<file path="src/rtl/coreMemPkg.sv">
// Shared types for the core local memory subsystem.
// Holds the word and address widths, the typedefs that carry them and
// the controller state encoding. Modules import it inside their bodies.

package coreMemPkg;

    // --------------------
    // Widths.
    // --------------------

    // One data or instruction word.
    localparam int WordWidth = 16;
    // Word address inside one region.
    localparam int AddrWidth = 15;

    // --------------------
    // Types.
    // --------------------

    typedef logic [WordWidth-1:0] memWord_t;
    typedef logic [AddrWidth-1:0] wordAddr_t;
    // Region bit on top of the region word address.
    typedef logic [AddrWidth:0] coreAddr_t;

    // Two bit encoding of the controller states.
    typedef enum logic [1:0] {
        StIRead    = 2'b00,
        StDWrite   = 2'b01,
        StSwapRead = 2'b10,
        StDRead    = 2'b11
    } memState_t;

endpackage
</file>
<file path="src/rtl/coreMemBus.sv">
// Bus between the memory controller, the unified memory and the result
// stage. Carries the unified address, separate write and read data, the
// write strobe and the controller state.

`timescale 1ns/1ps

interface coreMemBus #(
    parameter int AddrWidth = coreMemPkg::AddrWidth
);
    import coreMemPkg::*;

    // Region bit followed by the word address.
    logic [AddrWidth:0] addr;
    // Buffered write data from the controller.
    memWord_t           wrData;
    // Write strobe, high only in the data write state.
    logic               wr;
    // Current controller state, used by the result stage.
    memState_t          state;
    // Raw word at addr, valid within the cycle.
    memWord_t           rdData;

    // Controller side.
    modport ctrl (output addr, output wrData, output wr, output state);

    // Storage array side.
    modport mem (input addr, input wrData, input wr, output rdData);

    // Result stage side.
    modport ret (input state, input rdData);

endinterface

</file>
<file path="src/rtl/coreMemController.sv">
// Decode stage of the core memory subsystem.
// Interleaves instruction fetches with data reads, writes and swaps on one
// unified memory. Instruction read is the resting state. The core holds
// its data inputs until o_dIsDone and watches o_iIsBusy before a request.

`timescale 1ns/1ps

module coreMemController #(
    parameter int AddrWidth = coreMemPkg::AddrWidth
) (
    input  logic                  i_clk,
    input  logic                  i_rstN,

    // Instruction side, read is implied.
    input  coreMemPkg::wordAddr_t i_iAddr,
    output logic                  o_iIsBusy,

    // Data side requests.
    input  coreMemPkg::wordAddr_t i_dAddr,
    input  coreMemPkg::memWord_t  i_dData,
    input  logic                  i_dWr,
    input  logic                  i_dSwp,
    input  logic                  i_dEn,

    // Data side status.
    output logic                  o_dIsReading,
    output logic                  o_dIsDone,

    coreMemBus.ctrl               bus
);
    import coreMemPkg::*;

    memState_t            state;
    memState_t            stateNext;
    // Address and data buffers, loaded every cycle.
    logic [AddrWidth-1:0] addrBuf;
    memWord_t             dataBuf;
    // High in every data state.
    logic                 servingData;
    logic [AddrWidth-1:0] wordAddr;

    // --------------------
    // State machine.
    // --------------------

    always_comb begin
        stateNext = StIRead;
        case (state)
            StIRead: begin
                // Write, swap or read, in that order of decode.
                if (i_dEn && i_dWr && !i_dSwp) begin
                    stateNext = StDWrite;
                end else if (i_dEn && !i_dWr && i_dSwp) begin
                    stateNext = StSwapRead;
                end else if (i_dEn && !i_dWr && !i_dSwp) begin
                    stateNext = StDRead;
                end
            end
            // Second swap cycle writes the new value.
            StSwapRead: stateNext = StDWrite;
            default:    stateNext = StIRead;
        endcase
    end

    always_ff @(posedge i_clk) begin
        if (!i_rstN) begin
            state <= StIRead;
        end else begin
            state <= stateNext;
        end
    end

    // Buffers keep the swap address and data steady across both cycles.
    always_ff @(posedge i_clk) begin
        addrBuf <= AddrWidth'(i_dAddr);
        dataBuf <= i_dData;
    end

    // --------------------
    // Bus drive.
    // --------------------

    assign servingData = (state != StIRead);

    // Data states use the buffered address.
    assign wordAddr = servingData ? addrBuf : AddrWidth'(i_iAddr);

    // Region bit selects the data half.
    assign bus.addr   = {servingData, wordAddr};
    assign bus.wrData = dataBuf;
    // Instructions are never written.
    assign bus.wr     = (state == StDWrite);
    assign bus.state  = state;

    // --------------------
    // Status.
    // --------------------

    assign o_iIsBusy    = servingData;
    assign o_dIsReading = (state == StSwapRead) || (state == StDRead);
    // Last cycle of every data access.
    assign o_dIsDone    = (state == StDWrite) || (state == StDRead);

    // A request names one access kind only.
    oneKindCheck: assert property (@(posedge i_clk) disable iff (!i_rstN)
        (state == StIRead && i_dEn) |-> !(i_dWr && i_dSwp))
        else $error("write and swap requested together");

    // Core holds the address until the access is done.
    addrHoldCheck: assert property (@(posedge i_clk) disable iff (!i_rstN)
        (state != StIRead) |-> $stable(i_dAddr))
        else $error("data address changed before done");

endmodule

</file>
<file path="src/flat_wrapper.sv">
// flat-port wrapper written by rule: the top's interface ports become plain ports
module coreMemController_flat import coreMemPkg::*;
#(
    parameter int AddrWidth = coreMemPkg::AddrWidth
)
  (i_clk, i_rstN, i_iAddr, o_iIsBusy, i_dAddr, i_dData, i_dWr, i_dSwp, i_dEn, o_dIsReading, o_dIsDone, bus_addr, bus_wrData, bus_wr, bus_state);
  coreMemBus #(.AddrWidth(AddrWidth)) bus_i ();
  input  logic i_clk;
  input  logic i_rstN;
  input  coreMemPkg::wordAddr_t i_iAddr;
  output logic o_iIsBusy;
  input  coreMemPkg::wordAddr_t i_dAddr;
  input  coreMemPkg::memWord_t i_dData;
  input  logic i_dWr;
  input  logic i_dSwp;
  input  logic i_dEn;
  output logic o_dIsReading;
  output logic o_dIsDone;
  output wire logic [$bits(bus_i.addr)-1:0] bus_addr;
  output wire logic [$bits(bus_i.wrData)-1:0] bus_wrData;
  output wire logic [$bits(bus_i.wr)-1:0] bus_wr;
  output wire logic [$bits(bus_i.state)-1:0] bus_state;
  assign bus_addr = bus_i.addr;
  assign bus_wrData = bus_i.wrData;
  assign bus_wr = bus_i.wr;
  assign bus_state = bus_i.state;
  coreMemController #(.AddrWidth(AddrWidth)) u_core (.i_clk(i_clk), .i_rstN(i_rstN), .i_iAddr(i_iAddr), .o_iIsBusy(o_iIsBusy), .i_dAddr(i_dAddr), .i_dData(i_dData), .i_dWr(i_dWr), .i_dSwp(i_dSwp), .i_dEn(i_dEn), .o_dIsReading(o_dIsReading), .o_dIsDone(o_dIsDone), .bus(bus_i));
endmodule
</file>
<file path="config.mk">
export PLATFORM = sky130hd
export DESIGN_NAME = coreMemController_flat
export DESIGN_NICKNAME = d
export VERILOG_FILES = /design/src/rtl/coreMemPkg.sv /design/src/rtl/coreMemBus.sv /design/src/rtl/coreMemController.sv /design/src/flat_wrapper.sv
export SDC_FILE = /design/constraint.sdc
export NUM_CORES = 1
export LEC_CHECK = 0
export CORE_MARGIN = 2
export CORE_UTILIZATION = 45
export DETAILED_ROUTE_END_ITERATION = 8
export DONT_BUFFER_PORTS = 1
export GPL_TIMING_DRIVEN = 0
export PLACE_DENSITY_LB_ADDON = 0.1
export RECOVER_POWER = 25
export REMOVE_ABC_BUFFERS = 1
export SYNTH_ARGS = -nofsm -noshare
export SYNTH_HDL_FRONTEND = slang
export SYNTH_SLANG_ARGS = --single-unit
export TNS_END_PERCENT = 30
</file>
<file path="constraint.sdc">
create_clock -name i_clk -period 3.3 [get_ports i_clk]
set_input_delay 0.66 -clock i_clk [delete_from_list [all_inputs] [get_ports i_clk]]
set_output_delay 0.66 -clock i_clk [all_outputs]
set_load 0.02 [all_outputs]
</file>
==> results of run 1 <==
==> stage by stage <==
stage / hold WS [ns] / util, % / area (um^2) / cells / power (mW)
after floorplan: 0.688 / - / 908 / 55 / 0.515
after global placement: 0.688 / 48.0 / 942 / 82 / 0.522
after detailed placement: 0.688 / 48.0 / 942 / 82 / 0.524
after CTS: 0.343 / 51.0 / 1000 / 89 / 0.740
after global routing: 0.319 / 51.0 / 1000 / 89 / 0.765
final: 0.355 / 51.0 / 1000 / 89 / 0.731
==> path summary, 6_finish.rpt <==
path | endpoint | cells past startpoint
setup / recovery | bus_addr[12] | 2
hold / removal | u_core.bus.wrData[14]$_DFF_P_ | 0
setup reg to reg | u_core.bus.state[1]$_SDFF_PN0_ | 2
hold reg to reg | u_core.bus.state[0]$_SDFF_PN0_ | 2
==> report_power, final <==
part	internal (mW)	leakage (nW)	total, mW	switching [mW]
Clock	0.0996	0.0303	0.218	0.118
Combinational	0.0266	0.137	0.0678	0.0412
Sequential	0.420	0.278	0.445	0.0256
Total	0.546	0.445	0.731	0.185
==> final cells by class <==
cell class / instances / area share (%)
Multi-Input combinational cell: 20 / 24.0
Clock buffer: 6 / 5.13
Inverter: 2 / 0.750
Tap cell: 27 / 3.38
Sequential cell: 33 / 66.0
Clock inverter: 1 / 0.750
==> flip-flops by register name (all words and copies together), names as in the netlist <==
| signal | count |
|---|---|
| u_core.addrBuf | 15 |
| u_core.bus.state | 2 |
| u_core.bus.wrData | 16 |
==> routing by layer <==
metal,vias to the layer above,wire (um),GRT usage [%],part of all wire (%)
met2,51,924,25.3,52
met4,0,102,13.4,5.8
met5,-,0,0,0
li1,196,-,-,-
met3,9,306,13.9,17
met1,195,431,9.38,24
==> cell usage in the layout, fill, tap and decap left out <==
cell type and instances:
sky130_fd_sc_hd__clkbuf_4 5, sky130_fd_sc_hd__mux2_4 8, sky130_fd_sc_hd__o211a_1 1, sky130_fd_sc_hd__inv_1 2, sky130_fd_sc_hd__and4b_1 1, sky130_fd_sc_hd__dfxtp_1 33, sky130_fd_sc_hd__nor2b_1 1, sky130_fd_sc_hd__clkbuf_8 1
sky130_fd_sc_hd__nor2_4 1, sky130_fd_sc_hd__nor2_1 1, sky130_fd_sc_hd__mux2_2 7, sky130_fd_sc_hd__clkinvlp_4 1
==> kinds of logic after synthesis <==
kind of cell	synth area share (%)
flip-flops	70.0
AND/OR/NAND/NOR	3.32
multiplexers	21.1
buffers and inverters	4.51
AO/OA/AOI/OAI	1.06
==> out/qor.csv, run 1 <==
stage,metric,value,unit
outcome,status,completed,
synth,synth_cell_type_count,12,
sta,fin_crit,2.44,ns
clock_network,htree_num_levels,2,
clock_network,cts.path.max_buffers,2,
synth,post_synth_instance_area,943,um^2
synth,synth.top_cells.by_count,"sky130_fd_sc_hd__dfxtp_1, sky130_fd_sc_hd__mux2_4, sky130_fd_sc_hd__mux2_2",
synth,synthesis.area_per_instance,16.0,um^2
clock_network,cts-hold-fix-buffers,0,
final_layout,fillers,185,
clock_network,clkTransAtPathRegs,0.09,ns
final_layout,area_taken_by_multi_input_logic_gates,240,um^2
synth,synth_enable_flop_cells,0,
drt,drc,0,
critical_path,startpoint,u_core.bus.state[1]$_SDFF_PN0_,
critical_path,crit_type,flop to output pin,
sta,timing_worst_slew_pin_value,0.530,ns
sta,max_freq,411,MHz
global_route,globalRouteOverflowTotal,0,
floorplanning,io-pin-count,89,
hold_path,hold_start,i_dData[14],
power,vdd.ir_drop.worst,0.434,mV
critical_path,timing.critical_path.fanout_max,17,
critical_path,cp_data_required_time,2.64,ns
sta,period_share,73.8,%
critical_path,worst_path_max_delay_cell,sky130_fd_sc_hd__nor2_4,
placed_design,io_buffers,0,
drt,drt_first_pass_iters,2,
clock_network,worst_skew_late_latency,0.31,ns
clock_network,clkSinkCount,33,
floorplanning,floorplan.die.width,49.8,um
synth,synth.top_cells.by_area,"sky130_fd_sc_hd__dfxtp_1, sky130_fd_sc_hd__mux2_4, sky130_fd_sc_hd__mux2_2",
final_layout,ff_latch_area,661,um^2
drt,drt-vias-per-instance,5.07,
final_layout,fin_nets,113,
floorplanning,placeableCoreArea,1960,um^2
synth,total_of_warnings_raised_by_yosys,0,
critical_path,critical_path.cell_chain,nor2_4 > mux2_2,
critical_path,worst_setup_path_start_kind,flop,
synth,ys_async_rst_share,0,%
final_layout,area_growth_syn_to_layout,6.10,%
clock_network,total_setup_buffers_inserted_after_cts,0,
sta,maxSlewHeadroom,64.6,%
critical_path,slowest_delay,0.51,ns
global_route,pin_count_of_the_biggest_net_entering_global_routing,18,
clock_network,clk_root_buffer_cell,sky130_fd_sc_hd__clkbuf_4,
critical_path,critical-path-top-delay-family,simple AND/OR/NAND/NOR gates,
floorplanning,die_area,2480,um^2
floorplanning,initial_core_util,48.1,%
power,p_leak,0.445,nW
synth,synth_top_area_share,70.0,%
hold_path,holdCritPathClass,primary input to flop,
critical_path,worst-endpoint-arrival,1.78,ns
synth,synth.yosys.seq_area_share,70.0,%
clock_network,tritoncts.num_buffers,5,
global_route,grt_antenna_before_repair,0,
critical_path,critical_path.n_buffers_inverters,0,
sta,grt_setup_unrepaired,false,
floorplanning,std_cell_rows,16,
final_layout,num_antenna_cells,0,
drt,wl_per_cell,19.8,um
sta,setup_viol,0,
synth,netlist.top_cell.by_area,sky130_fd_sc_hd__dfxtp_1,
placed_design,preCtsSetupSlack,1.19,ns
critical_path,worstSetupEndpointType,output pin,
run,cap_violations,0,
sta,fin_worst_skew,0.0000131,ns
synth,yosys_most_used_dff,sky130_fd_sc_hd__dfxtp_1,
sta,hold_violation_total_from_the_final_report,0,
synth,post-synth-top-count-cell,sky130_fd_sc_hd__dfxtp_1,
global_route,grt_pass1_wl,2480,um
power,cellPowerDensity,730,nW/um^2
synth,ys_ff_latch,33,
drt,drtIter0Drc,3,
clock_network,post_cts_resize_count,0,
drt,total_vias_in_the_final_route,451,
critical_path,r2r-start,u_core.bus.state[1]$_SDFF_PN0_,
drt,routed_wirelength,1760,um
global_route,grt_usage,15.3,%
sta,fin_tns_setup,0,ns
global_route,via_count_of_the_first_global_routing_pass,492,
floorplanning,die_h,49.8,um
drt,final_antenna_net_count,0,
synth,syn-instance-count,59,
clock_network,clock_tree_from_tritoncts,built,
sta,post-route-worst-setup-slack,0.864,ns
placed_design,gp_routability_congestion,0.671,
critical_path,r2r_setup_slack,2.00,ns
final_layout,layout-drive-gt1-share,37.1,%
sta,maxSlewViolCount,0,
Power figures use the tool's default switching activity.
==> run 2: changes to the inputs <==
==> constraint.sdc (replaced) <==
create_clock -name i_clk -period 1.95 [get_ports i_clk]
set_input_delay 0.39 -clock i_clk [delete_from_list [all_inputs] [get_ports i_clk]]
set_output_delay 0.39 -clock i_clk [all_outputs]
set_load 0.02 [all_outputs]
==> run 2 against run 1 <==
Compared with the run above: clock skew about the same; final area increased by 3.0%; combinational power increased by 84%; sequential cell count unchanged; non-clock buffer count increased by 2; hold slack got worse by 0.27 ns; sequential share of layout area decreased by 1.7 points; die area unchanged; global-route usage increased by 0.065 points; critical path depth increased by 1.
==> out/qor.csv, run 2 (same netlist as run 1, synthesis figures left out) <==
stage,metric,value,unit,change
drt,drt_first_pass_iters,2,,unchanged
final_layout,fillers,181,,-2.2%
global_route,grt_antenna_before_repair,0,,unchanged
final_layout,num_antenna_cells,0,,unchanged
clock_network,tritoncts.num_buffers,5,,unchanged
clock_network,worst_skew_late_latency,0.31,ns,about the same
sta,hold_violation_total_from_the_final_report,0,,unchanged
clock_network,clkSinkCount,33,,unchanged
power,post-layout-total-power,1.25,mW,+71%
hold_path,hold_start,i_dData[14],,
final_layout,final_cell_mix,"sky130_fd_sc_hd__dfxtp_1, sky130_fd_sc_hd__mux2_4, sky130_fd_sc_hd__mux2_2",,
floorplanning,die_h,49.8,um,unchanged
floorplanning,die_area,2480,um^2,unchanged
critical_path,timing.critical_path.fanout_max,9,,-8
final_layout,final_common_cell,sky130_fd_sc_hd__dfxtp_1,,
hold_path,holdCritPathClass,primary input to flop,,
drt,total_vias_in_the_final_route,456,,+1.1%
floorplanning,initial_core_util,48.1,%,unchanged
placed_design,io_buffers,0,,unchanged
hold_path,worstHoldEndpoint,u_core.bus.wrData[14]$_DFF_P_,,
clock_network,clock_tree_from_tritoncts,built,,
final_layout,fin_nets,115,,+1.8%
outcome,status,completed,,
global_route,globalRouteOverflowTotal,0,,unchanged
clock_network,clkTransAtPathRegs,0.09,ns,about the same
sta,setup_viol,0,,unchanged
critical_path,startpoint,u_core.bus.state[0]$_SDFF_PN0_,,
final_layout,area_taken_by_multi_input_logic_gates,240,um^2,unchanged
drt,wl_per_cell,19.4,um,-2.0%
sta,maxSlewViolCount,0,,unchanged
critical_path,regToRegEndpoint,u_core.bus.state[1]$_SDFF_PN0_,,
sta,fin_worst_skew,0.0000102,ns,-0.00000286 ns
drt,final_antenna_net_count,0,,unchanged
floorplanning,placeableCoreArea,1960,um^2,unchanged
critical_path,worstSetupEndpointType,output pin,,
clock_network,cts-hold-fix-buffers,0,,unchanged
final_layout,post-route-util,52.6,%,+1.5 points
floorplanning,floorplan.die.width,49.8,um,unchanged
critical_path,crit_type,flop to output pin,,
sta,maxSlewHeadroom,74.7,%,+10 points
power,p_leak,0.460,nW,+3.4%
critical_path,worst_path_max_delay_cell,sky130_fd_sc_hd__dfxtp_2,,
floorplanning,std_cell_rows,16,,unchanged
global_route,via_count_of_the_first_global_routing_pass,504,,+2.4%
global_route,grt_pass1_wl,2500,um,+0.52%
sta,period_share,95.1,%,
drt,drc,0,,unchanged
final_layout,largest_reg_flops,16,,unchanged
sta,fin_crit,1.85,ns,
final_layout,layout-drive-gt1-share,42.2,%,+5.1 points
critical_path,r2r-start,u_core.bus.state[0]$_SDFF_PN0_,,
critical_path,slowest_delay,0.41,ns,-0.10 ns
sta,max_freq,539,MHz,
global_route,pin_count_of_the_biggest_net_entering_global_routing,11,,-7
global_route,grt_usage,15.4,%,+0.065 points
critical_path,ff2ff_path_depth,3,,+1
drt,routed_wirelength,1770,um,+0.23%
power,cellPowerDensity,1210,nW/um^2,+66%
final_layout,ff_latch_area,663,um^2,+0.38%
sta,timing_worst_slew_pin_value,0.378,ns,-0.153 ns
critical_path,cp_data_required_time,1.56,ns,-1.08 ns
final_layout,area_growth_syn_to_layout,9.28,%,
sta,fin_tns_setup,0,ns,unchanged
critical_path,r2r_setup_slack,0.94,ns,-1.06 ns
placed_design,gp_routability_congestion,0.671,,unchanged
hold_path,holdPathStages,0,,unchanged
drt,drtIter0Drc,3,,unchanged
clock_network,htree_num_levels,2,,unchanged
sta,grt_setup_unrepaired,false,,
clock_network,cts.path.max_buffers,2,,unchanged
power,vdd.ir_drop.worst,0.734,mV,+69%
drt,drt-vias-per-instance,5.01,,-1.1%
critical_path,worst-endpoint-arrival,1.46,ns,-0.32 ns
clock_network,clk_root_buffer_cell,sky130_fd_sc_hd__clkbuf_4,,
floorplanning,io-pin-count,89,,unchanged
critical_path,worst_setup_path_start_kind,flop,,
critical_path,critical_path.cell_chain,nor2_4 > buf_4 > mux2_4,,
run,cap_violations,0,,unchanged
## run 2: routing by layer
| metal | up-vias | track usage (%) | share of wire (%) |
|---|---|---|---|
| met1 | 195 | 9.38 | 24 |
| met3 | 9 | 13.9 | 17 |
| li1 | 201 | - | - |
| met5 | - | 0 | 0 |
| met4 | 0 | 13.4 | 5.8 |
| met2 | 51 | 25.6 | 53 |
## run 2: what timing repair did
action | 4_1_cts | 5_1_grt
setup endpoints to repair | 17 | 0
setup buffers | 2 | 0
gates resized for setup | 2 | 0
## run 2: final cells by class
cell class | instances | share of cell area [%]
flip-flops and latches | 33 | 64.3
multi-input cells | 20 | 23.3
clock buffers | 6 | 4.98
well taps | 27 | 3.28
repair buffers | 2 | 2.67
clock inverters | 1 | 0.728
inverters | 2 | 0.728
## run 2: worst max-delay path: cells and delay by family (launching register included)
family,cells,cell delay (ns)
DFF,1,0.41
buffers and inverters,1,0.21
muxes,1,0.35
and+or+nand+nor,1,0.17
## run 2: per-stage QoR
stage / hold WS [ns] / worst slack [ns] / instances / area [um^2]
2_1_floorplan: 0.418 / 0.216 / 55 / 908
3_3_place_gp: 0.418 / 0.154 / 82 / 942
3_5_place_dp: 0.418 / 0.106 / 82 / 942
4_1_cts: 0.0726 / 0.0772 / 91 / 1030
5_1_grt: 0.0491 / 0.0219 / 91 / 1030
6_report: 0.0850 / 0.0962 / 91 / 1030
## run 2: how the worst max path moves through the flow
stage,slack [ns],cells past startpoint,end
finish,0.1,3,bus_addr[5]
global placement,0.15,2,bus_addr[12]
CTS,0.08,3,bus_addr[10]
detailed placement,0.11,2,bus_addr[12]
floorplan,0.22,2,bus_addr[0]
global route,0.02,3,bus_addr[4]
## run 2: where the power goes
part / switching [mW] / internal [mW]
clock: 0.200 / 0.169
combinational: 0.0713 / 0.0537
sequential: 0.0433 / 0.711
