File: config.mk
export PLATFORM = sky130hd
export DESIGN_NAME = coreReadReturn_flat
export DESIGN_NICKNAME = d
export VERILOG_FILES = /design/src/rtl/coreMemPkg.sv /design/src/rtl/coreMemBus.sv /design/src/rtl/coreReadReturn.sv /design/src/flat_wrapper.sv
export SDC_FILE = /design/constraint.sdc
export NUM_CORES = 1
export LEC_CHECK = 0
export CORE_MARGIN = 2
export CORE_UTILIZATION = 60
export CTS_BUF_LIST = sky130_fd_sc_hd__clkbuf_16
export DETAILED_ROUTE_END_ITERATION = 16
export DONT_BUFFER_PORTS = 1
export GPL_ROUTABILITY_DRIVEN = 1
export PLACE_DENSITY_LB_ADDON = 0.2
export SYNTH_ARGS = -nofsm -noshare
export SYNTH_HDL_FRONTEND = slang
export SYNTH_SLANG_ARGS = --single-unit
File: constraint.sdc
create_clock -name i_clk -period 1.95 [get_ports i_clk]
set_input_delay 0.0975 -clock i_clk [delete_from_list [all_inputs] [get_ports i_clk]]
set_output_delay 0.0975 -clock i_clk [all_outputs]
set_load 0.01 [all_outputs]
File: src/rtl/coreMemPkg.sv
// Shared types for the core local memory subsystem.
// Holds the word and address widths, the typedefs that carry them and
// the controller state encoding. Modules import it inside their bodies.

package coreMemPkg;

    // --------------------
    // Widths.
    // --------------------

    // One data or instruction word.
    localparam int WordWidth = 16;
    // Word address inside one region.
    localparam int AddrWidth = 15;

    // --------------------
    // Types.
    // --------------------

    typedef logic [WordWidth-1:0] memWord_t;
    typedef logic [AddrWidth-1:0] wordAddr_t;
    // Region bit on top of the region word address.
    typedef logic [AddrWidth:0] coreAddr_t;

    // Two bit encoding of the controller states.
    typedef enum logic [1:0] {
        StIRead    = 2'b00,
        StDWrite   = 2'b01,
        StSwapRead = 2'b10,
        StDRead    = 2'b11
    } memState_t;

endpackage
File: src/rtl/coreMemBus.sv
// Bus between the memory controller, the unified memory and the result
// stage. Carries the unified address, separate write and read data, the
// write strobe and the controller state.

`timescale 1ns/1ps

interface coreMemBus #(
    parameter int AddrWidth = coreMemPkg::AddrWidth
);
    import coreMemPkg::*;

    // Region bit followed by the word address.
    logic [AddrWidth:0] addr;
    // Buffered write data from the controller.
    memWord_t           wrData;
    // Write strobe, high only in the data write state.
    logic               wr;
    // Current controller state, used by the result stage.
    memState_t          state;
    // Raw word at addr, valid within the cycle.
    memWord_t           rdData;

    // Controller side.
    modport ctrl (output addr, output wrData, output wr, output state);

    // Storage array side.
    modport mem (input addr, input wrData, input wr, output rdData);

    // Result stage side.
    modport ret (input state, input rdData);

endinterface

File: src/rtl/coreReadReturn.sv
// Result stage of the core memory subsystem.
// Registers the word read in each instruction fetch cycle and in each
// data read or swap read cycle. Each word comes with a one cycle valid.

`timescale 1ns/1ps

module coreReadReturn (
    input  logic                 i_clk,
    input  logic                 i_rstN,

    coreMemBus.ret               bus,

    // Fetched instruction word.
    output coreMemPkg::memWord_t o_iData,
    output logic                 o_iValid,

    // Data read word, also the old word of a swap.
    output coreMemPkg::memWord_t o_dRdData,
    output logic                 o_dRdValid
);
    import coreMemPkg::*;

    logic isFetch;
    logic isDataRead;

    assign isFetch    = (bus.state == StIRead);
    // Swap read returns the old value like a plain read.
    assign isDataRead = (bus.state == StDRead) || (bus.state == StSwapRead);

    // --------------------
    // Valid pulses.
    // --------------------

    always_ff @(posedge i_clk) begin
        if (!i_rstN) begin
            o_iValid   <= 1'b0;
            o_dRdValid <= 1'b0;
        end else begin
            o_iValid   <= isFetch;
            o_dRdValid <= isDataRead;
        end
    end

    // Words hold until the next matching cycle.
    always_ff @(posedge i_clk) begin
        if (isFetch) begin
            o_iData <= bus.rdData;
        end
        if (isDataRead) begin
            o_dRdData <= bus.rdData;
        end
    end

    // One state per cycle, so the two valids never overlap.
    validOverlapCheck: assert property (@(posedge i_clk) disable iff (!i_rstN)
        !(o_iValid && o_dRdValid))
        else $error("instruction and data valid together");

endmodule

File: src/flat_wrapper.sv
// flat-port wrapper written by rule: the top's interface ports become plain ports
module coreReadReturn_flat import coreMemPkg::*;
  (i_clk, i_rstN, o_iData, o_iValid, o_dRdData, o_dRdValid, bus_state, bus_rdData);
  coreMemBus bus_i ();
  input  logic i_clk;
  input  logic i_rstN;
  output coreMemPkg::memWord_t o_iData;
  output logic o_iValid;
  output coreMemPkg::memWord_t o_dRdData;
  output logic o_dRdValid;
  input wire logic [$bits(bus_i.state)-1:0] bus_state;
  input wire logic [$bits(bus_i.rdData)-1:0] bus_rdData;
  assign bus_i.state = bus_state;
  assign bus_i.rdData = bus_rdData;
  coreReadReturn u_core (.i_clk(i_clk), .i_rstN(i_rstN), .bus(bus_i), .o_iData(o_iData), .o_iValid(o_iValid), .o_dRdData(o_dRdData), .o_dRdValid(o_dRdValid));
endmodule
==> metrics.md, run 1 <==
| Metric | Value |
|---|---|
| Die area | 2060 µm² |
| Largest cells by area after synthesis | edfxtp_1 94%, dfxtp_1 3.9%, nor3b_2 1.2% |
| Avg Vias per Cell | 5.73 |
| FMAX | 575 MHz |
| Worst Max-Slew Pin Slew | 0.801 ns |
| Most common library cells after synthesis | 32 x edfxtp_1, 2 x dfxtp_1 |
| Gr usage total | 0.196 |
| Most frequent cell after synthesis | edfxtp_1 |
| Hold/Removal Path Class | input pin to register |
| Post-synth EDFFs | 32 |
| H-tree Lvls | 2 |
| Hpwl dp | 976 µm |
| Yosys top cell area share | 0.935 |
| WHS Path Cells | 1 |
| Cell Area, Synth | 1030 µm² |
| Vias in the first global route | 499 |
| Post-synth ARST share | 0 |
| Top_reg_cell synth | edfxtp_1 |
| Util after Layout | 0.881 |
| Die Wd | 45.4 µm |
| Syn_nets | 58 |
| DRT iter0 DRCs | 17 |
| Distinct cells, synth | 6 |
| Placed cell count | 54 |
| Final std cells w/o fill | 80 |
| Drt drc | 0 |
| CTS sink count | 34 |
| Worst setup path class | input pin to register |
| Antenna Nets Post-Route | 0 |
| Row count | 14 |
| Syn Inst Count | 38 |
| Final WL | 1.75 mm |
| Outcome | finished, final reports clean |
| CP endpoint kind | register |
| Post-route minimum period | 1.74 ns |
| Max cap viols | 0 |
| Worst Path Max Fanout | 18 |
| Post-route clock period utilization | 0.892 |
| Syn. warnings | 0 |
| RSZ-0062 raised after global routing | no |
| Slew margin rel. | 0.464 |
| Clock transition at the registers of the reported paths | 0.05 ns |
| Largest net degree at the start of global routing | 19 |
| CTS tree | built |
| Worst path required time | 2.09 ns |
| Antenna Cells | 0 |
| Overflow after GRT | 0 |
| Vias | 458 |
| Layout cell share with drive strength beyond 1 | 0.109 |
| Final-report hold violation count | 0 |
| Die height | 45.4 µm |
| Post-synthesis register bit count | 34 |
| Final hold slack | 0.123 ns |
| Startpoint types | input pin |
| WL per Instance | 21.8 µm |
| Final setup fails | 0 |
| HP Start | bus_state[0] |
| Seq/Total Area, Yosys | 0.974 |
| PD cells | 1190 nW/µm² |
| Area Growth Syn to Fin | 33.7% |
| Synthesized area per cell | 27.0 µm² |
| CP Data Arrival Time | 1.88 ns |
| Post-route setup TNS | 0 ns |
| Area of the core | 1560 µm² |
| CTS root buf | clkbuf_16 |
| GP Congestion | 0.659 |
| Initial antenna violation count | 0 |
| Port Buffers | 0 |
| VDD IR max | 0.892 mV |
| Nets | 84 |
| Initial core utilization | 0.659 |
| Post-CTS setup buffer count | 0 |
| # IOs | 54 |
| CTS buffer count | 5 |
| Max-slew violations | 0 |
| Yosys top cell by area | edfxtp_1 |
| P_leak | 0.490 nW |
| Fillers | 51 |
| CTS Buffer Depth | 2 |
| First-pass GRT wire length | 2.61 mm |
| Worst Hold Path EP | u_core.o_iData[11] |
| Router iterations before antenna repair | 4 |
## how the worst max path moves through the flow
stage                             from  depth (start not counted)  slack (ns)           endpoint
after floorplan           bus_state[1]                          1        0.76  u_core.o_iData[0]
final                     bus_state[1]                          3        0.21    u_core.o_iValid
after global placement    bus_state[1]                          2        0.93  u_core.o_iData[5]
after global routing      bus_state[1]                          3        0.14    u_core.o_iValid
after CTS                 bus_state[1]                          3        0.27    u_core.o_iValid
after detailed placement  bus_state[1]                          2        0.89  u_core.o_iData[5]
## routing by layer
metal,wire length [µm],global-route usage
met4,0,0.0882
met2,984,0.337
met3,147,0.0595
met5,0,0
met1,613,0.225
## cells in the final DEF, fill, tap and decap left out
| master | synthesis | final |
|---|---|---|
| and2_1 | 1 | 1 |
| dlygate4sd3_1 | 0 | 19 |
| clkbuf_16 | 0 | 5 |
| edfxtp_1 | 32 | 32 |
| dfxtp_1 | 2 | 2 |
| nor3b_2 | 1 | 1 |
| nor2_1 | 1 | 1 |
| buf_4 | 0 | 1 |
| inv_1 | 0 | 2 |
## worst max-delay path: stages
cell and delay [ns]:
dlygate4sd3_1 1.06, nor3b_2 0.12, dlygate4sd3_1 0.61
## sequential cells by signal, summed over array words and instances (netlist names)
name	count
u_core.o_iData	16
u_core.o_dRdValid	1
u_core.o_dRdData	16
u_core.o_iValid	1
## cells by family after synthesis
kind of cell | synth area share
buffers and inverters | 0.00365
AND/OR/NAND/NOR | 0.0219
flip-flops | 0.974
## final cells by class
type | count | area, µm² | share of cell area
Sequential cell | 34 | 1000 | 0.729
Timing Repair Buffer | 20 | 198 | 0.144
Clock buffer | 5 | 125 | 0.0911
Multi-Input combinational cell | 3 | 22.5 | 0.0164
Tap cell | 16 | 20.0 | 0.0146
Clock inverter | 2 | 7.51 | 0.00546
## power by group
group / total [W] / switching [W] / internal [W]
clock: 0.000678 / 0.000225 / 0.000453
sequential: 0.000908 / 0.0000457 / 0.000862
combinational: 0.0000528 / 0.0000245 / 0.0000283
## stage by stage
stage / setup slack [ns] / power, W / instance area [µm²]
after floorplan: 0.756 / 0.000925 / 1030
after global placement: 0.929 / 0.000928 / 1050
after detailed placement: 0.893 / 0.000931 / 1050
after CTS: 0.270 / 0.00163 / 1370
after global routing: 0.135 / 0.00168 / 1370
final: 0.210 / 0.00164 / 1370
## what timing repair did
action	4_1_cts	5_1_grt
gates resized for setup	0	0
endpoints found under the hold margin	50	0
hold buffers	19	0
Power figures use the tool's default switching activity.
==> run 2, diff against run 1 <==
Settings changed: CORE_UTILIZATION 60 to 52.
Clock period 1.95 ns to 1.6 ns, I/O delays scaled along.
==> run 2 against run 1 <==
- final area rose by 1.3%
- power rose by 21%
- via count fell by 6.6%
- global-route usage fell by 6.6 points
- largest cell class unchanged
- hold slack improved by 0.089 ns
- die area rose by 14%
- first-iteration DRC count fell by 47%
==> metrics.md, run 2 (synthesis results as in run 1) <==
| Metric | Value |
|---|---|
| Overflow after GRT | 0 (unchanged) |
| CTS sink count | 34 (unchanged) |
| P_int | 0.00164 W (+22%) |
| P_leak | 0.493 nW (+0.66%) |
| First-pass GRT wire length | 2.10 mm (-19%) |
| Final WL | 1.41 mm (-19%) |
| Die area | 2350 µm² (+14%) |
| WL per Instance | 15.3 µm (-30%) |
| # IOs | 54 (unchanged) |
| CTS buffer count | 5 (unchanged) |
| Most common cell after layout, fill and taps aside | edfxtp_1 |
| Multi-input logic area | 22.5 µm² (unchanged) |
| GP Congestion | 0.673 (+2.2%) |
| Drt drc | 0 (unchanged) |
| Most frequent cells in the layout | 32 x edfxtp_1, 19 x dlygate4sd3_1, 5 x clkbuf_16 |
| Hold/Removal Path Class | input pin to register |
| CP max stage cell | dlygate4sd3_1 |
| Port Buffers | 0 (unchanged) |
| Worst path required time | 1.48 ns (-0.61 ns) |
| Final-report hold violation count | 0 (unchanged) |
| Die Wd | 48.4 µm (+6.8%) |
| Clk pwr share | 0.413 (about the same) |
| CTS Buffer Depth | 2 (unchanged) |
| Final worst slack | 0.349 ns (+0.139 ns) |
| Post-CTS setup buffer count | 0 (unchanged) |
| Worst path max stage delay | 1.05 ns (about the same) |
| Initial core utilization | 0.540 (-0.119) |
| CTS resizes | 0 (unchanged) |
| CP Data Arrival Time | 1.13 ns (-0.75 ns) |
| Area Growth Syn to Fin | 35.4% |
| Sw Ratio | 0.175 (-0.00575) |
| Final std cell area, no fill | 1390 µm² (+1.3%) |
| Post-route clock period utilization | 0.782 |
| H-tree Lvls | 2 (unchanged) |
| Initial antenna violation count | 0 (unchanged) |
| Outcome | finished, final reports clean |
| Clock transition at the registers of the reported paths | 0.05 ns (about the same) |
| CTS tree | built |
| Hold-fix buffers, CTS | 19 (unchanged) |
| Sequential share of power | 0.556 (+0.002) |
| Slew margin rel. | 0.473 (+0.00910) |
| FMAX | 800 MHz |
| RSZ-0062 raised after global routing | no |
| Max-slew violations | 0 (unchanged) |
| Final setup fails | 0 (unchanged) |
| Die height | 48.4 µm (+6.8%) |
| Vias | 428 (-6.6%) |
| Worst Path Max Fanout | 18 (unchanged) |
| Post-route minimum period | 1.25 ns |
| CP endpoint kind | register |
| Vias in the first global route | 453 (-9.2%) |
| Largest registers | u_core.o_dRdData x16, u_core.o_iData x16 |
| VDD IR max | 1.14 mV (+28%) |
| Combinational Power Share | 0.031 (about the same) |
| Startpoint types | input pin |
| Layout cell share with drive strength beyond 1 | 0.108 (-0.00168) |
| FF+latch area | 1000 µm² (unchanged) |
| Placement Cell Area | 1060 µm² (+1.3%) |
| DRT iter0 DRCs | 9 (-8) |
| Worst Max-Slew Pin Slew | 0.787 ns (-0.0136 ns) |
| Setup WS pre-CTS | 0.882 ns (-0.0118 ns) |
| Max cap viols | 0 (unchanged) |
| Post-route setup TNS | 0 ns (unchanged) |
| PD cells | 1430 nW/µm² (+20%) |
| Largest net degree at the start of global routing | 19 (unchanged) |
| Buf/Inv on CP | 1 (-1) |
| CTS root buf | clkbuf_16 |
| Critical-path cell list | dlygate4sd3_1 |
| Avg Vias per Cell | 4.65 (-19%) |
| Switch Pwr | 0.000347 W (+17%) |
| Top delay family on crit path | buffers and inverters |
| Nets | 84 (unchanged) |
| Fillers | 114 (+120%) |
| Area of the core | 1900 µm² (+22%) |
| Antenna Nets Post-Route | 0 (unchanged) |
| Row count | 16 (+2) |
| Gr usage total | 0.129 (-0.0664) |
| Antenna Cells | 0 (unchanged) |
| Worst setup path class | input pin to register |
| Router iterations before antenna repair | 2 (-2) |
==> run 2: cell count changes in the layout (fill, tap and decap cells not counted), sizes merged <==
cell / change
inv: +1
==> run 2: path summary, 6_finish.rpt <==
| kind | from | end | slack, ns | cells past startpoint |
|---|---|---|---|---|
| worst max-delay path | bus_state[1] | u_core.o_dRdData[2] | 0.35 | 1 |
| worst min-delay path | bus_state[0] | u_core.o_iData[6] | 0.21 | 2 |
==> run 2: layer usage <==
metal | up-vias | wire [µm] | track usage
met3 | 0 | 97 | 0.0617
met5 | - | 0 | 0
met1 | 199 | 488 | 0.115
li1 | 201 | - | -
met4 | 0 | 0 | 0.0571
met2 | 28 | 824 | 0.243
==> run 2: power by group through the flow <==
stage | logic, W | clock network (W) | registers, W
floorplan | 0.0000139 | 0 | 0.00111
global placement | 0.0000113 | 0 | 0.00112
detailed placement | 0.0000118 | 0 | 0.00112
CTS | 0.0000623 | 0.000835 | 0.00111
global route | 0.0000686 | 0.000884 | 0.00111
finish | 0.0000619 | 0.000820 | 0.00110
==> run 2: final cells by class <==
cell class	count	area share
Multi-Input combinational cell	3	0.0162
Clock inverter	3	0.00809
Clock buffer	5	0.0899
Tap cell	27	0.0243
Timing Repair Buffer	20	0.142
Sequential cell	34	0.719
==> run 2: per-stage QoR <==
stage | hold slack, ns | instances | total power (W) | utilization
after global routing | 0.219 | 92 | 0.00206 | 0.732
after detailed placement | 0.155 | 65 | 0.00114 | 0.560
after CTS | 0.209 | 92 | 0.00200 | 0.732
after floorplan | 0.149 | 38 | 0.00113 | -
final | 0.212 | 92 | 0.00199 | 0.732
after global placement | 0.153 | 65 | 0.00113 | 0.560
==> run 3, diff against run 2 <==
Clock period 1.6 ns to 1 ns, I/O delays scaled along.
==> run 3 against run 2 <==
- the run now ends with hold timing left
- power grew 61%
- cell count shrank 1.1%
- critical path type is now register to output pin
- sequential cell count is the same
- critical path depth shrank 1
- hold slack lost 0.36 ns
- count of clock-buffer cells in the layout is the same
- core utilization shrank 0.33 points
- largest cell class unchanged
- clock power grew 63%
- via count grew 1.9%
- worst setup slack lost 0.098 ns
- largest power group unchanged
- global-route usage grew 0.12 points
- die area is the same
==> metrics.md, run 3 (synthesis results as in run 1) <==
| Metric | Value |
|---|---|
| Outcome | finished, violations left |
| Failing checks | hold timing |
| Vias | 436 (+1.9%) |
| Placed cell count | 65 (unchanged) |
| CTS buffer count | 5 (unchanged) |
| Antenna Cells | 0 (unchanged) |
| Row count | 16 (unchanged) |
| CP endpoint kind | output pin |
| CTS root buf | clkbuf_16 |
| HP Start | bus_state[1] |
| Post-route minimum period | 0.749 ns |
| H-tree Lvls | 2 (unchanged) |
| Area Growth Syn to Fin | 34.8% |
| GP Congestion | 0.681 (+1.2%) |
| Hpwl dp | 985 µm |
| Router iterations before antenna repair | 3 (+1) |
| Initial antenna violation count | 0 (unchanged) |
| Worst Max-Slew Pin Slew | 0.204 ns (-0.583 ns) |
| Layout cell share with drive strength beyond 1 | 0.141 (+0.0329) |
| Die Wd | 48.4 µm (unchanged) |
| Sw Ratio | 0.177 (+0.00209) |
| Slew margin rel. | 0.864 (+0.390) |
| Final hold slack | -0.144 ns (-0.356 ns) |
| Setup WS pre-CTS | 0.311 ns (-0.570 ns) |
| Die area | 2350 µm² (unchanged) |
| First-pass GRT wire length | 2.20 mm (+4.6%) |
| Switch Pwr | 0.000563 W (+63%) |
| FMAX | 1340 MHz |
| Overflow after GRT | 0 (unchanged) |
| Largest registers | u_core.o_dRdData x16, u_core.o_iData x16 |
| Gr usage total | 0.131 (+0.00120) |
| Startpoint types | register |
| Util after Layout | 0.728 (-0.00329) |
| CTS tree | built |
| Largest net degree at the start of global routing | 20 (+1) |
| P_int | 0.00263 W (+60%) |
| Combinational Power Share | 0.026 (-0.005) |
| Final WL | 1.44 mm (+2.1%) |
| Max cap viols | 0 (unchanged) |
| Area of the core | 1900 µm² (unchanged) |
| Clock transition at the registers of the reported paths | 0.05 ns (about the same) |
| Hold/Removal Path Class | input pin to register |
| Post-route setup TNS | 0 ns (unchanged) |
| P_leak | 0.485 nW (-1.6%) |
| CTS sink count | 34 (unchanged) |
| Final worst slack | 0.251 ns (-0.0980 ns) |
| Final setup fails | 0 (unchanged) |
| Hold-fix buffers, CTS | 18 (-1) |
| Initial core utilization | 0.540 (unchanged) |
| Post-CTS setup buffer count | 0 (unchanged) |
| CP Data Arrival Time | 0.70 ns (-0.43 ns) |
| Final std cells w/o fill | 91 (-1.1%) |
| Sequential share of power | 0.554 (-0.002) |
| Drt drc | 0 (unchanged) |
| Nets | 83 (-1.2%) |
| Most frequent cells in the layout | 32 x edfxtp_1, 18 x dlygate4sd3_1, 5 x clkbuf_16 |
| Max-slew violations | 0 (unchanged) |
| Post-route clock period utilization | 0.749 |
| PD cells | 2300 nW/µm² (+61%) |
| Worst setup path class | register to output pin |
| RSZ-0062 raised after global routing | no |
| DRT iter0 DRCs | 10 (+1) |
| Most common cell after layout, fill and taps aside | edfxtp_1 |
| Clk pwr share | 0.420 (+0.007) |
| Port Buffers | 0 (unchanged) |
| Avg Vias per Cell | 4.79 (+3.0%) |
| WL per Instance | 15.8 µm (+3.2%) |
| Start point of the critical path | u_core.o_iData[9] |
| # IOs | 54 (unchanged) |
| Die height | 48.4 µm (unchanged) |
| Vias in the first global route | 453 (unchanged) |
| CTS Buffer Depth | 2 (unchanged) |
| Worst path required time | 0.95 ns (-0.53 ns) |
| Final-report hold violation count | 17 (+17) |
| Antenna Nets Post-Route | 0 (unchanged) |
| VDD IR max | 1.49 mV (+30%) |
| Worst Path Max Fanout | 1 (-17) |
| CTS resizes | 0 (unchanged) |
==> run 3: cell types whose count changed in the layout (fill, tap and decap cells not counted) <==
| cell | delta |
|---|---|
| inv_1 | -2 |
| dlygate4sd3_1 | -1 |
| nor2_1 | -1 |
| nor2_2 | +1 |
| clkinv_1 | +1 |
| clkinv_2 | +1 |
==> run 3: routing by layer <==
layer	up-vias	wire, µm	global-route usage
met2	30	816	0.243
met1	211	526	0.125
met5	-	0	0
li1	195	-	-
met4	0	0	0.0714
met3	0	97	0.0432
==> run 3: final cells by class <==
class,count,area [µm²]
Clock buffer,5,125
Clock inverter,3,12.5
Fill cell,121,517
Multi-Input combinational cell,3,25.0
Sequential cell,34,1000
Tap cell,27,33.8
Timing Repair Buffer,19,188
==> run 3: final timing paths <==
check / to / slack [ns] / cells after the start
worst min-delay path: u_core.o_iValid / -0.14 / 1
worst max-delay path: o_iData[9] / 0.25 / 0
==> run 3: per-stage QoR <==
stage	hold WS (ns)	instance area [µm²]	power (W)
floorplan	0.119	1030	0.00180
global placement	0.122	1070	0.00181
detailed placement	0.128	1070	0.00182
CTS	-0.151	1390	0.00321
global route	-0.150	1390	0.00330
finish	-0.144	1390	0.00319
==> run 3: power groups by stage <==
stage	registers [W]	clock network, W	logic (W)
after floorplan	0.00178	0	0.0000227
after global placement	0.00179	0	0.0000189
after detailed placement	0.00180	0	0.0000199
after CTS	0.00177	0.00136	0.0000834
after global routing	0.00177	0.00143	0.0000930
final	0.00177	0.00134	0.0000841
